**config.mk**
```make
export PLATFORM = sky130hd
export DESIGN_NAME = uart2pwm
export DESIGN_NICKNAME = d
export VERILOG_FILES = /design/src/rtl/pwm_pkg.sv /design/src/rtl/uart_rx.sv /design/src/rtl/uart_tx.sv /design/src/rtl/pwm_cmd_decoder.sv /design/src/rtl/pwm_timebase.sv /design/src/rtl/pwm_channel.sv /design/src/rtl/uart2pwm.sv
export SDC_FILE = /design/constraint.sdc
export NUM_CORES = 1
export LEC_CHECK = 0
export BUFFER_PORTS_ARGS = -buffer_cell sky130_fd_sc_hd__buf_2
export CORE_MARGIN = 1.5
export CORE_UTILIZATION = 57
export CTS_BUF_LIST = sky130_fd_sc_hd__clkbuf_16
export DETAILED_ROUTE_END_ITERATION = 8
export PLACE_DENSITY = 0.78
export REMOVE_ABC_BUFFERS = 1
export SLEW_MARGIN = 20
export SYNTH_ARGS = -nofsm -noshare
export SYNTH_HDL_FRONTEND = slang
export SYNTH_SLANG_ARGS = --single-unit
```
**constraint.sdc**
```tcl
create_clock -name clk -period 2.28 [get_ports clk]
set_clock_uncertainty 0.2 [all_clocks]
set_input_delay 0.342 -clock clk [delete_from_list [all_inputs] [get_ports clk]]
set_output_delay 0.342 -clock clk [all_outputs]
set_load 0.005 [all_outputs]
```
**src/rtl/pwm_pkg.sv**
```systemverilog
`default_nettype none

package pwm_pkg;

   // ==============================
   // Widths
   // ==============================

   // UART data byte.
   localparam int BYTE_W = 8;

   // PWM counter, divisor and duty values.
   localparam int CNT_W = 8;

   // ==============================
   // Defaults for the top level
   // ==============================

   localparam int NUM_CH_DEF = 5;

   // 100 MHz clock at 115200 baud.
   localparam int CLKS_PER_BIT_DEF = 868;

   // Command decoder state.
   typedef enum logic [1:0] {
      CMD_IDLE   = 2'd0,
      CMD_PERIOD = 2'd1,
      CMD_DUTY   = 2'd2
   } cmd_state_e;

endpackage

`default_nettype wire

```
**src/rtl/uart_rx.sv**
```systemverilog
`timescale 1ns/1ps
`default_nettype none

module uart_rx #(
   parameter int CLKS_PER_BIT = pwm_pkg::CLKS_PER_BIT_DEF
) (
   input  wire                         clk,
   input  wire                         nRst,
   input  wire                         rx,
   output logic [pwm_pkg::BYTE_W-1:0]  rx_data,
   output logic                        rx_valid
);

   localparam int TW = $clog2(CLKS_PER_BIT);
   localparam int BW = $clog2(pwm_pkg::BYTE_W);

   typedef enum logic [1:0] {RX_IDLE, RX_START, RX_DATA, RX_STOP} rx_state_e;

   rx_state_e      state;
   logic [1:0]     sync;
   logic [TW-1:0]  timer;
   logic [BW-1:0]  bit_idx;
   logic           rx_s;
   logic           half_done;
   logic           bit_done;

   assign rx_s      = sync[1];
   assign half_done = (timer == TW'(CLKS_PER_BIT / 2 - 1));
   assign bit_done  = (timer == TW'(CLKS_PER_BIT - 1));

   // Line idles high.
   always_ff @(posedge clk or negedge nRst) begin
      if (!nRst) begin
         sync <= 2'b11;
      end else begin
         sync <= {sync[0], rx};
      end
   end

   always_ff @(posedge clk or negedge nRst) begin
      if (!nRst) begin
         state    <= RX_IDLE;
         timer    <= '0;
         bit_idx  <= '0;
         rx_valid <= 1'b0;
      end else begin
         rx_valid <= 1'b0;
         case (state)
            RX_IDLE: begin
               timer   <= '0;
               bit_idx <= '0;
               if (!rx_s) begin
                  state <= RX_START;
               end
            end
            RX_START: begin
               if (half_done) begin
                  timer <= '0;
                  // A short glitch is not a start bit.
                  state <= rx_s ? RX_IDLE : RX_DATA;
               end else begin
                  timer <= timer + 1'b1;
               end
            end
            RX_DATA: begin
               if (bit_done) begin
                  timer <= '0;
                  if (bit_idx == BW'(pwm_pkg::BYTE_W - 1)) begin
                     state <= RX_STOP;
                  end else begin
                     bit_idx <= bit_idx + 1'b1;
                  end
               end else begin
                  timer <= timer + 1'b1;
               end
            end
            default: begin
               if (bit_done) begin
                  state    <= RX_IDLE;
                  rx_valid <= rx_s;
               end else begin
                  timer <= timer + 1'b1;
               end
            end
         endcase
      end
   end

   // LSB first.
   always_ff @(posedge clk) begin
      if (state == RX_DATA && bit_done) begin
         rx_data <= {rx_s, rx_data[pwm_pkg::BYTE_W-1:1]};
      end
   end

   a_valid_single: assert property (@(posedge clk) disable iff (!nRst)
      rx_valid |=> !rx_valid);

endmodule

`default_nettype wire

```
**src/rtl/uart_tx.sv**
```systemverilog
`timescale 1ns/1ps
`default_nettype none

module uart_tx #(
   parameter int CLKS_PER_BIT = pwm_pkg::CLKS_PER_BIT_DEF
) (
   input  wire                         clk,
   input  wire                         nRst,
   input  wire                         tx_start,
   input  wire [pwm_pkg::BYTE_W-1:0]   tx_data,
   output logic                        tx,
   output logic                        tx_busy
);

   localparam int TW      = $clog2(CLKS_PER_BIT);
   localparam int FRAME_W = pwm_pkg::BYTE_W + 2;
   localparam int NW      = $clog2(FRAME_W);

   logic [FRAME_W-1:0] frame;
   logic [TW-1:0]      timer;
   logic [NW-1:0]      bit_cnt;

   assign tx = frame[0];

   always_ff @(posedge clk or negedge nRst) begin
      if (!nRst) begin
         frame   <= '1;
         timer   <= '0;
         bit_cnt <= '0;
         tx_busy <= 1'b0;
      end else if (!tx_busy) begin
         if (tx_start) begin
            // Stop bit, data, start bit.
            frame   <= {1'b1, tx_data, 1'b0};
            timer   <= '0;
            bit_cnt <= '0;
            tx_busy <= 1'b1;
         end
      end else if (timer == TW'(CLKS_PER_BIT - 1)) begin
         timer <= '0;
         frame <= {1'b1, frame[FRAME_W-1:1]};
         if (bit_cnt == NW'(FRAME_W - 1)) begin
            tx_busy <= 1'b0;
         end else begin
            bit_cnt <= bit_cnt + 1'b1;
         end
      end else begin
         timer <= timer + 1'b1;
      end
   end

   a_no_start_busy: assert property (@(posedge clk) disable iff (!nRst)
      tx_start |-> !tx_busy);

endmodule

`default_nettype wire

```
**src/rtl/pwm_cmd_decoder.sv**
```systemverilog
`timescale 1ns/1ps
`default_nettype none

module pwm_cmd_decoder #(
   parameter int NUM_CH = pwm_pkg::NUM_CH_DEF
) (
   input  wire                         clk,
   input  wire                         nRst,
   input  wire                         rx_valid,
   input  wire [pwm_pkg::BYTE_W-1:0]   rx_data,
   output logic                        div_load,
   output logic [pwm_pkg::CNT_W-1:0]   div_value,
   output logic [NUM_CH-1:0]           duty_load,
   output logic [pwm_pkg::CNT_W-1:0]   duty_value
);

   localparam int ADDR_W = pwm_pkg::BYTE_W - 1;

   pwm_pkg::cmd_state_e      state;
   logic [ADDR_W-1:0]        addr;
   logic [pwm_pkg::CNT_W-1:0] data_q;

   assign div_value  = data_q;
   assign duty_value = data_q;

   // ==============================
   // Header and data bytes
   // ==============================

   always_ff @(posedge clk or negedge nRst) begin
      if (!nRst) begin
         state     <= pwm_pkg::CMD_IDLE;
         addr      <= '0;
         div_load  <= 1'b0;
         duty_load <= '0;
      end else begin
         div_load  <= 1'b0;
         duty_load <= '0;
         if (rx_valid) begin
            case (state)
               pwm_pkg::CMD_IDLE: begin
                  addr  <= rx_data[ADDR_W-1:0];
                  state <= rx_data[pwm_pkg::BYTE_W-1] ? pwm_pkg::CMD_PERIOD
                                                      : pwm_pkg::CMD_DUTY;
               end
               pwm_pkg::CMD_PERIOD: begin
                  div_load <= 1'b1;
                  state    <= pwm_pkg::CMD_IDLE;
               end
               pwm_pkg::CMD_DUTY: begin
                  // Out-of-range address matches no channel.
                  for (int i = 0; i < NUM_CH; i++) begin
                     duty_load[i] <= (addr == ADDR_W'(i));
                  end
                  state <= pwm_pkg::CMD_IDLE;
               end
               default: begin
                  state <= pwm_pkg::CMD_IDLE;
               end
            endcase
         end
      end
   end

   always_ff @(posedge clk) begin
      if (rx_valid) begin
         data_q <= pwm_pkg::CNT_W'(rx_data);
      end
   end

   a_duty_onehot: assert property (@(posedge clk) disable iff (!nRst)
      $onehot0(duty_load));

endmodule

`default_nettype wire

```
**src/rtl/pwm_timebase.sv**
```systemverilog
`timescale 1ns/1ps
`default_nettype none

module pwm_timebase (
   input  wire                         clk,
   input  wire                         nRst,
   input  wire                         div_load,
   input  wire [pwm_pkg::CNT_W-1:0]    div_value,
   output logic [pwm_pkg::CNT_W-1:0]   count
);

   logic [pwm_pkg::CNT_W-1:0] div;
   logic [pwm_pkg::CNT_W-1:0] prescale;
   logic                      step;

   // Clock enable for the counter, every div+1 cycles.
   assign step = (prescale == div);

   always_ff @(posedge clk or negedge nRst) begin
      if (!nRst) begin
         div      <= '0;
         prescale <= '0;
      end else if (div_load) begin
         div      <= div_value;
         prescale <= '0;
      end else if (step) begin
         prescale <= '0;
      end else begin
         prescale <= prescale + 1'b1;
      end
   end

   // Wraps modulo 256.
   always_ff @(posedge clk or negedge nRst) begin
      if (!nRst) begin
         count <= '0;
      end else if (step) begin
         count <= count + 1'b1;
      end
   end

   a_count_step: assert property (@(posedge clk) disable iff (!nRst)
      $changed(count) |-> count == pwm_pkg::CNT_W'($past(count) + 1'b1));

endmodule

`default_nettype wire

```
**src/rtl/pwm_channel.sv**
```systemverilog
`timescale 1ns/1ps
`default_nettype none

module pwm_channel (
   input  wire                         clk,
   input  wire                         nRst,
   input  wire                         duty_load,
   input  wire [pwm_pkg::CNT_W-1:0]    duty_value,
   input  wire [pwm_pkg::CNT_W-1:0]    count,
   output logic                        pwm
);

   logic [pwm_pkg::CNT_W-1:0] duty;

   always_ff @(posedge clk or negedge nRst) begin
      if (!nRst) begin
         duty <= '0;
      end else if (duty_load) begin
         duty <= duty_value;
      end
   end

   // High while the counter is below the duty value.
   always_ff @(posedge clk or negedge nRst) begin
      if (!nRst) begin
         pwm <= 1'b0;
      end else begin
         pwm <= (count < duty);
      end
   end

endmodule

`default_nettype wire

```
**src/rtl/uart2pwm.sv**
```systemverilog
`timescale 1ns/1ps
`default_nettype none

module uart2pwm #(
   parameter int CLKS_PER_BIT = pwm_pkg::CLKS_PER_BIT_DEF,
   parameter int NUM_CH       = pwm_pkg::NUM_CH_DEF
) (
   input  wire                 clk,
   input  wire                 nRst,
   input  wire                 rx,
   output logic                tx,
   output logic [NUM_CH-1:0]   pwm
);

   logic [pwm_pkg::BYTE_W-1:0] rx_data;
   logic                       rx_valid;
   logic                       tx_start;
   logic                       tx_busy;
   logic                       div_load;
   logic [pwm_pkg::CNT_W-1:0]  div_value;
   logic [NUM_CH-1:0]          duty_load;
   logic [pwm_pkg::CNT_W-1:0]  duty_value;
   logic [pwm_pkg::CNT_W-1:0]  count;

   // Echo unless the transmitter is still busy.
   assign tx_start = rx_valid & ~tx_busy;

   // ==============================
   // Serial side
   // ==============================

   uart_rx #(.CLKS_PER_BIT(CLKS_PER_BIT)) u_uart_rx (
      .clk      (clk),
      .nRst     (nRst),
      .rx       (rx),
      .rx_data  (rx_data),
      .rx_valid (rx_valid)
   );

   uart_tx #(.CLKS_PER_BIT(CLKS_PER_BIT)) u_uart_tx (
      .clk      (clk),
      .nRst     (nRst),
      .tx_start (tx_start),
      .tx_data  (rx_data),
      .tx       (tx),
      .tx_busy  (tx_busy)
   );

   pwm_cmd_decoder #(.NUM_CH(NUM_CH)) u_decoder (
      .clk        (clk),
      .nRst       (nRst),
      .rx_valid   (rx_valid),
      .rx_data    (rx_data),
      .div_load   (div_load),
      .div_value  (div_value),
      .duty_load  (duty_load),
      .duty_value (duty_value)
   );

   // ==============================
   // PWM side
   // ==============================

   pwm_timebase u_timebase (
      .clk       (clk),
      .nRst      (nRst),
      .div_load  (div_load),
      .div_value (div_value),
      .count     (count)
   );

   for (genvar i = 0; i < NUM_CH; i++) begin : g_ch
      pwm_channel u_channel (
         .clk        (clk),
         .nRst       (nRst),
         .duty_load  (duty_load[i]),
         .duty_value (duty_value),
         .count      (count),
         .pwm        (pwm[i])
      );
   end

endmodule

`default_nettype wire

```
Word-level counts from Yosys, hierarchy flattened:

Cells that the tools add are included.

* bits in registers: 143
* latch bits: 0
* bits in writable memories: 0
* ROM bits: 0
* input port bits: 3
* output and inout port bits: 6
* memories: 0

* add/sub/neg operators: 6
* multipliers: 0
* div/mod/pow operators: 0
* magnitude comparators: 5
* equal/unequal tests: 22
* shifts and indexed selects: 0
* mux-type cells: 38
* bitwise logic cells: 2
* reductions and logical operators: 13

Operators with widths (count)
* two-way mux 10 bit: 9
* less-than comparator 8 bit: 5
* case mux 10 bit (3 select lines): 1
* adder 10 x 1 -> 10 bit, second input constant: 2
* == test 10 bit, second input constant: 2
* adder 8 x 1 -> 8 bit, second input constant: 2
* two-way mux 2 bit: 8
* two-way mux 4 bit: 4
* two-way mux 8 bit: 2
* == test 7 x 2 -> 1 bit, second input constant: 2
* == test 10 x 9 -> 1 bit, second input constant: 1
* two-way mux 5 bit: 2
* == test 8 bit: 1
* two-way mux 1 bit: 8
* != test 2 bit, second input constant: 4
* == test 7 x 1 -> 1 bit, second input constant: 1
* == test 7 x 3 -> 1 bit, second input constant: 1
* zero test 7 bit: 1
* two-way mux 3 bit: 2
* != test 2 x 1 -> 1 bit, second input constant: 3
* case mux 2 bit (3 select lines): 1
* case mux 3 bit (2 select lines): 1
* AND reduction 3 bit: 2
* AND reduction 5 bit: 1
* other kinds (15): 20

Depth between registers and ports, before layout:

* depth in word-level cells: 4
* gate-level depth with buffers: 6

Cells and area by module:

Synthesis repeated with hierarchy kept, for this count alone.

* cell total of the unflattened synthesis: 621
* area total of the unflattened synthesis: 6949.2 sq um

By module, submodules not included
* pwm_channel: times used 5, cells an instance 50, area each 479.2 sq um, seq. area each 225.2 sq um
* uart_tx: times used 1, cells an instance 126, area each 1282.5 sq um, seq. area each 611.8 sq um
* uart_rx: times used 1, cells an instance 103, area each 1238.7 sq um, seq. area each 693.2 sq um
* pwm_timebase: times used 1, cells an instance 87, area each 1124.8 sq um, seq. area each 600.6 sq um
* pwm_cmd_decoder: times used 1, cells an instance 54, area each 893.4 sq um, seq. area each 615.6 sq um
* uart2pwm: times used 1, cells an instance 1, area each 13.8 sq um, seq. area each 0.0 sq um

Worst setup path before layout:

OpenSTA, ideal clock, no wires.

* path type: flip-flop to flip-flop
* from: register u_uart_rx.timer[3]
* to: register u_uart_rx.rx_data[0] in the netlist's numbering, enable pin
* library setup time: 0.383 ns
* data arrival time: 1.906 ns
* path slack: -0.209 ns
* cell stages (with the launch flop): 4
* clock period less this slack: 2.489 ns
* cell sequence: dfrtp_1 -> or3b_4 -> or3_1 -> nor3_1

* longest elaborated chain between the ends: 2

RTL lines
* from (decl): line uart_rx.sv:21 `logic [TW-1:0] timer;`
* from (signal assigned): line uart_rx.sv:62 `timer <= timer + 1'b1;`
* from (signal assigned): line uart_rx.sv:74 `timer <= timer + 1'b1;`
* from (signal assigned): line uart_rx.sv:82 `timer <= timer + 1'b1;`
* == test 10 bit: line uart_rx.sv:29 `assign bit_done = (timer == TW'(CLKS_PER_BIT - 1));`
* logical AND 1 bit: line uart_rx.sv:91 `if (state == RX_DATA && bit_done) begin`
* to (signal assigned): line uart_rx.sv:92 `rx_data <= {rx_s, rx_data[pwm_pkg::BYTE_W-1:1]};`
* to (decl): line uart_rx.sv:10 `output logic [pwm_pkg::BYTE_W-1:0] rx_data,`

Every way passes these cells.
A chain may end at the register's enable or synchronous reset.

Final worst setup path:

* from: register u_uart_rx.timer[2]
* to: register u_uart_rx.rx_data[1] in the netlist's numbering, enable pin

Same word-level chain as after synthesis.

==> reports/qor.csv <==
metric,value,unit
max_cap viols,0,
CP max stage delay,0.43,ns
Placer Congestion,0.859,
Vias,4477,
Max Buffers Root-to-Sink,2,
starting density of the core,0.586,
RSZ-0062 raised after global routing,false,
number of buffer and inverter stages on the critical path,1,
first-pass GRT wire length,21.6,mm
Die W,111,µm
pre-CTS setup slack,0.115,ns
Critical Path Fanout Max,8,
Total GRT Usage,0.222,
postcts setup bufs,0,
worst-skew pair later-pin latency,0.42,ns
"EDFF count, synth",16,
Core Region,11400,µm²
worst setup margin,0.164,ns
CP Capture Type,register,
Hold WC Path Type,in -> async,
met3 WL,509,µm
Worst-path clk slew,0.05,ns
cell breakdown of the critical path,or3b_4 > or3_4 > nor3_1 > buf_4,
slew margin rel.,0.633,
Arrival @ worst endpoint,2.04,ns
Area contributors post-synth,"dfrtp_1, ha_1, edfxtp_1",
fin. max-slew vios,0,
Routed Antenna Nets,0,
Worst Tran Pin Value,0.545,ns
leak pwr,0.00332,µW
fin crit share,0.928,
drt pass-1 iters,4,
status,"complete, no violations",
HPWL Detailed,8.34,mm
ys async rst share,0.887,
worst path required time,2.20,ns
"Cell Area, Synth",6690,µm²
Synth cell types,53,
Worst Hold Slack,0.132,ns
Synth top area share,0.430,
Clock Root Buffer,clkbuf_16,
Top delay family on crit path,simple AND/OR/NAND/NOR gates,
FP Rows,39,
critical path's slowest cell,dfrtp_1,
Syn Area/Cell,11.0,µm²
#FFs+latches synth,142,
wire length on met1,5.49,mm
Pwr Density,677,nW/µm²
vias in the first global route,4590,
met2 wire length,6.13,mm
critical path launch point type,register,
count of final setup violators,0,
DRC,0,
final hold vios,0,
DR vias/cell,5.74,
"leading cell type in the layout, fill and taps excluded",dfrtp_1,
largest net degree at the start of global routing,58,
top sig layer,met4,
"commonest non-fill, non-tap cells in the layout","dfrtp_1, nand2_1, inv_1, o21ai_0, ha_1",
crit path kind,reg -> reg,
die area,12400,µm²
number of fillers in the final layout,888,
final WL,12.4,mm
# IOs,9,
initial antenna violation count,0,
yosys warns,0,
fraction of layout cells with a size suffix above 1,0.137,
Synth Instances,608,
CTS Sinks,142,
maximum vdd ir drop,0.524,mV
CTS tree,done,
Max Clock Freq,0.472,GHz
post-synthesis sequential area ratio,0.545,
TritonCTS Buffers,17,
Wirelength per Cell,15.9,µm
"Top FF cell, synth",dfrtp_1,
H-tree Lvls,4,
antenna cells,0,
initial drt markers,322,
total gr overflow,0,
PortBufs,8,
post-layout minimum cycle time,2.12,ns
Area Growth Syn to Fin,11.4,%
Die H,111,µm
fin nets,671,
"area leader, netlist",dfrtp_1,
==> cell families after synthesis <==
logic type      count (synthesis)  share of synthesized area
compound gates                107                     0.0989
mux                            33                     0.0535
xor+xnor                       30                     0.0393
flops                         142                      0.545
fa+ha+maj                      44                     0.0823
simple gates                  185                      0.141
buf+inv                        67                     0.0404
==> Yosys cell counts, types with 6 or more instances <==
library cell,count
nand3_1,23
nand4_1,7
inv_1,44
dfstp_2,11
edfxtp_1,16
mux2i_1,11
a31oi_1,11
xor2_1,15
a211oi_1,6
nand2b_1,7
a21o_1,11
xnor2_1,15
nand2_1,69
nor3_1,16
nor2_1,24
dfrtp_1,115
mux2_2,22
o21ai_0,47
a21oi_1,13
clkbuf_1,18
ha_1,44
==> metal layers <==
metal	global-route usage	up-vias
li1	-	2157
met1	0.272	2200
met2	0.365	95
met5	0	-
met3	0.0610	25
met4	0.109	0
==> repair_timing <==
item                                   4_1_cts  5_1_grt
resized for setup                            0        2
hold buffers                                 2        0
setup endpoints to repair                    0        8
endpoints found under the hold margin      116        0
==> state kept, by name, summed over array words and instances (netlist names) <==
name and flops:
g_ch.u_channel.pwm 5, u_uart_rx.bit_idx 3, u_uart_tx.frame 9, u_uart_tx.bit_cnt 4, u_decoder.div_load 1, u_decoder.div_value 8
u_uart_rx.sync 2, u_uart_rx.rx_data 8, u_uart_rx.timer 10, u_timebase.count 8, u_uart_rx.state 2, u_uart_rx.rx_valid 1
u_timebase.prescale 8, g_ch.u_channel.duty 40, u_timebase.div 8, u_decoder.duty_load 5, u_uart_tx.timer 10, u_decoder.state 2
u_decoder.addr 7, u_uart_tx.tx_busy 1
==> path summary, 6_finish.rpt <==
kind,slack (ns),to,cells after the start,start
setup / recovery,0.16,u_uart_rx.rx_data[1],4,u_uart_rx.timer[2]
hold / removal,0.13,g_ch[3].u_channel.pwm,2,nRst
setup reg to reg,0.16,u_uart_rx.rx_data[1],4,u_uart_rx.timer[2]
hold reg to reg,0.16,u_uart_rx.sync[1],0,u_uart_rx.sync[0]
max in group asynchronous,1.12,u_uart_rx.sync[1],3,nRst
min in group clk,0.16,u_uart_rx.sync[1],0,u_uart_rx.sync[0]
==> stage by stage <==
step	instances	util	setup TNS [ns]	area, µm²	power (µW)
after floorplan	585	-	-1.67	6590	2610
after detailed placement	746	0.605	0	6910	2660
after global routing	780	0.653	0	7450	5230
final	780	0.653	0	7450	5050
after CTS	780	0.652	0	7450	5100
after global placement	746	0.605	0	6910	2660
==> power by group <==
part | total (µW) | internal, µW | switching (µW)
Clock | 2430 | 1450 | 979
Sequential | 2560 | 2560 | 1.33
Combinational | 55.4 | 11.8 | 43.6
==> final cells by class <==
type,count,area (µm²),area share
tap,143,179,0.0240
multi-input combinational,399,2780,0.373
clock buffer,17,425,0.0571
sequential,142,3650,0.489
inverter,44,165,0.0222
timing repair buffer,20,163,0.0218
clock inverter,15,91.3,0.0123
(Power assumes the default switching activity.)
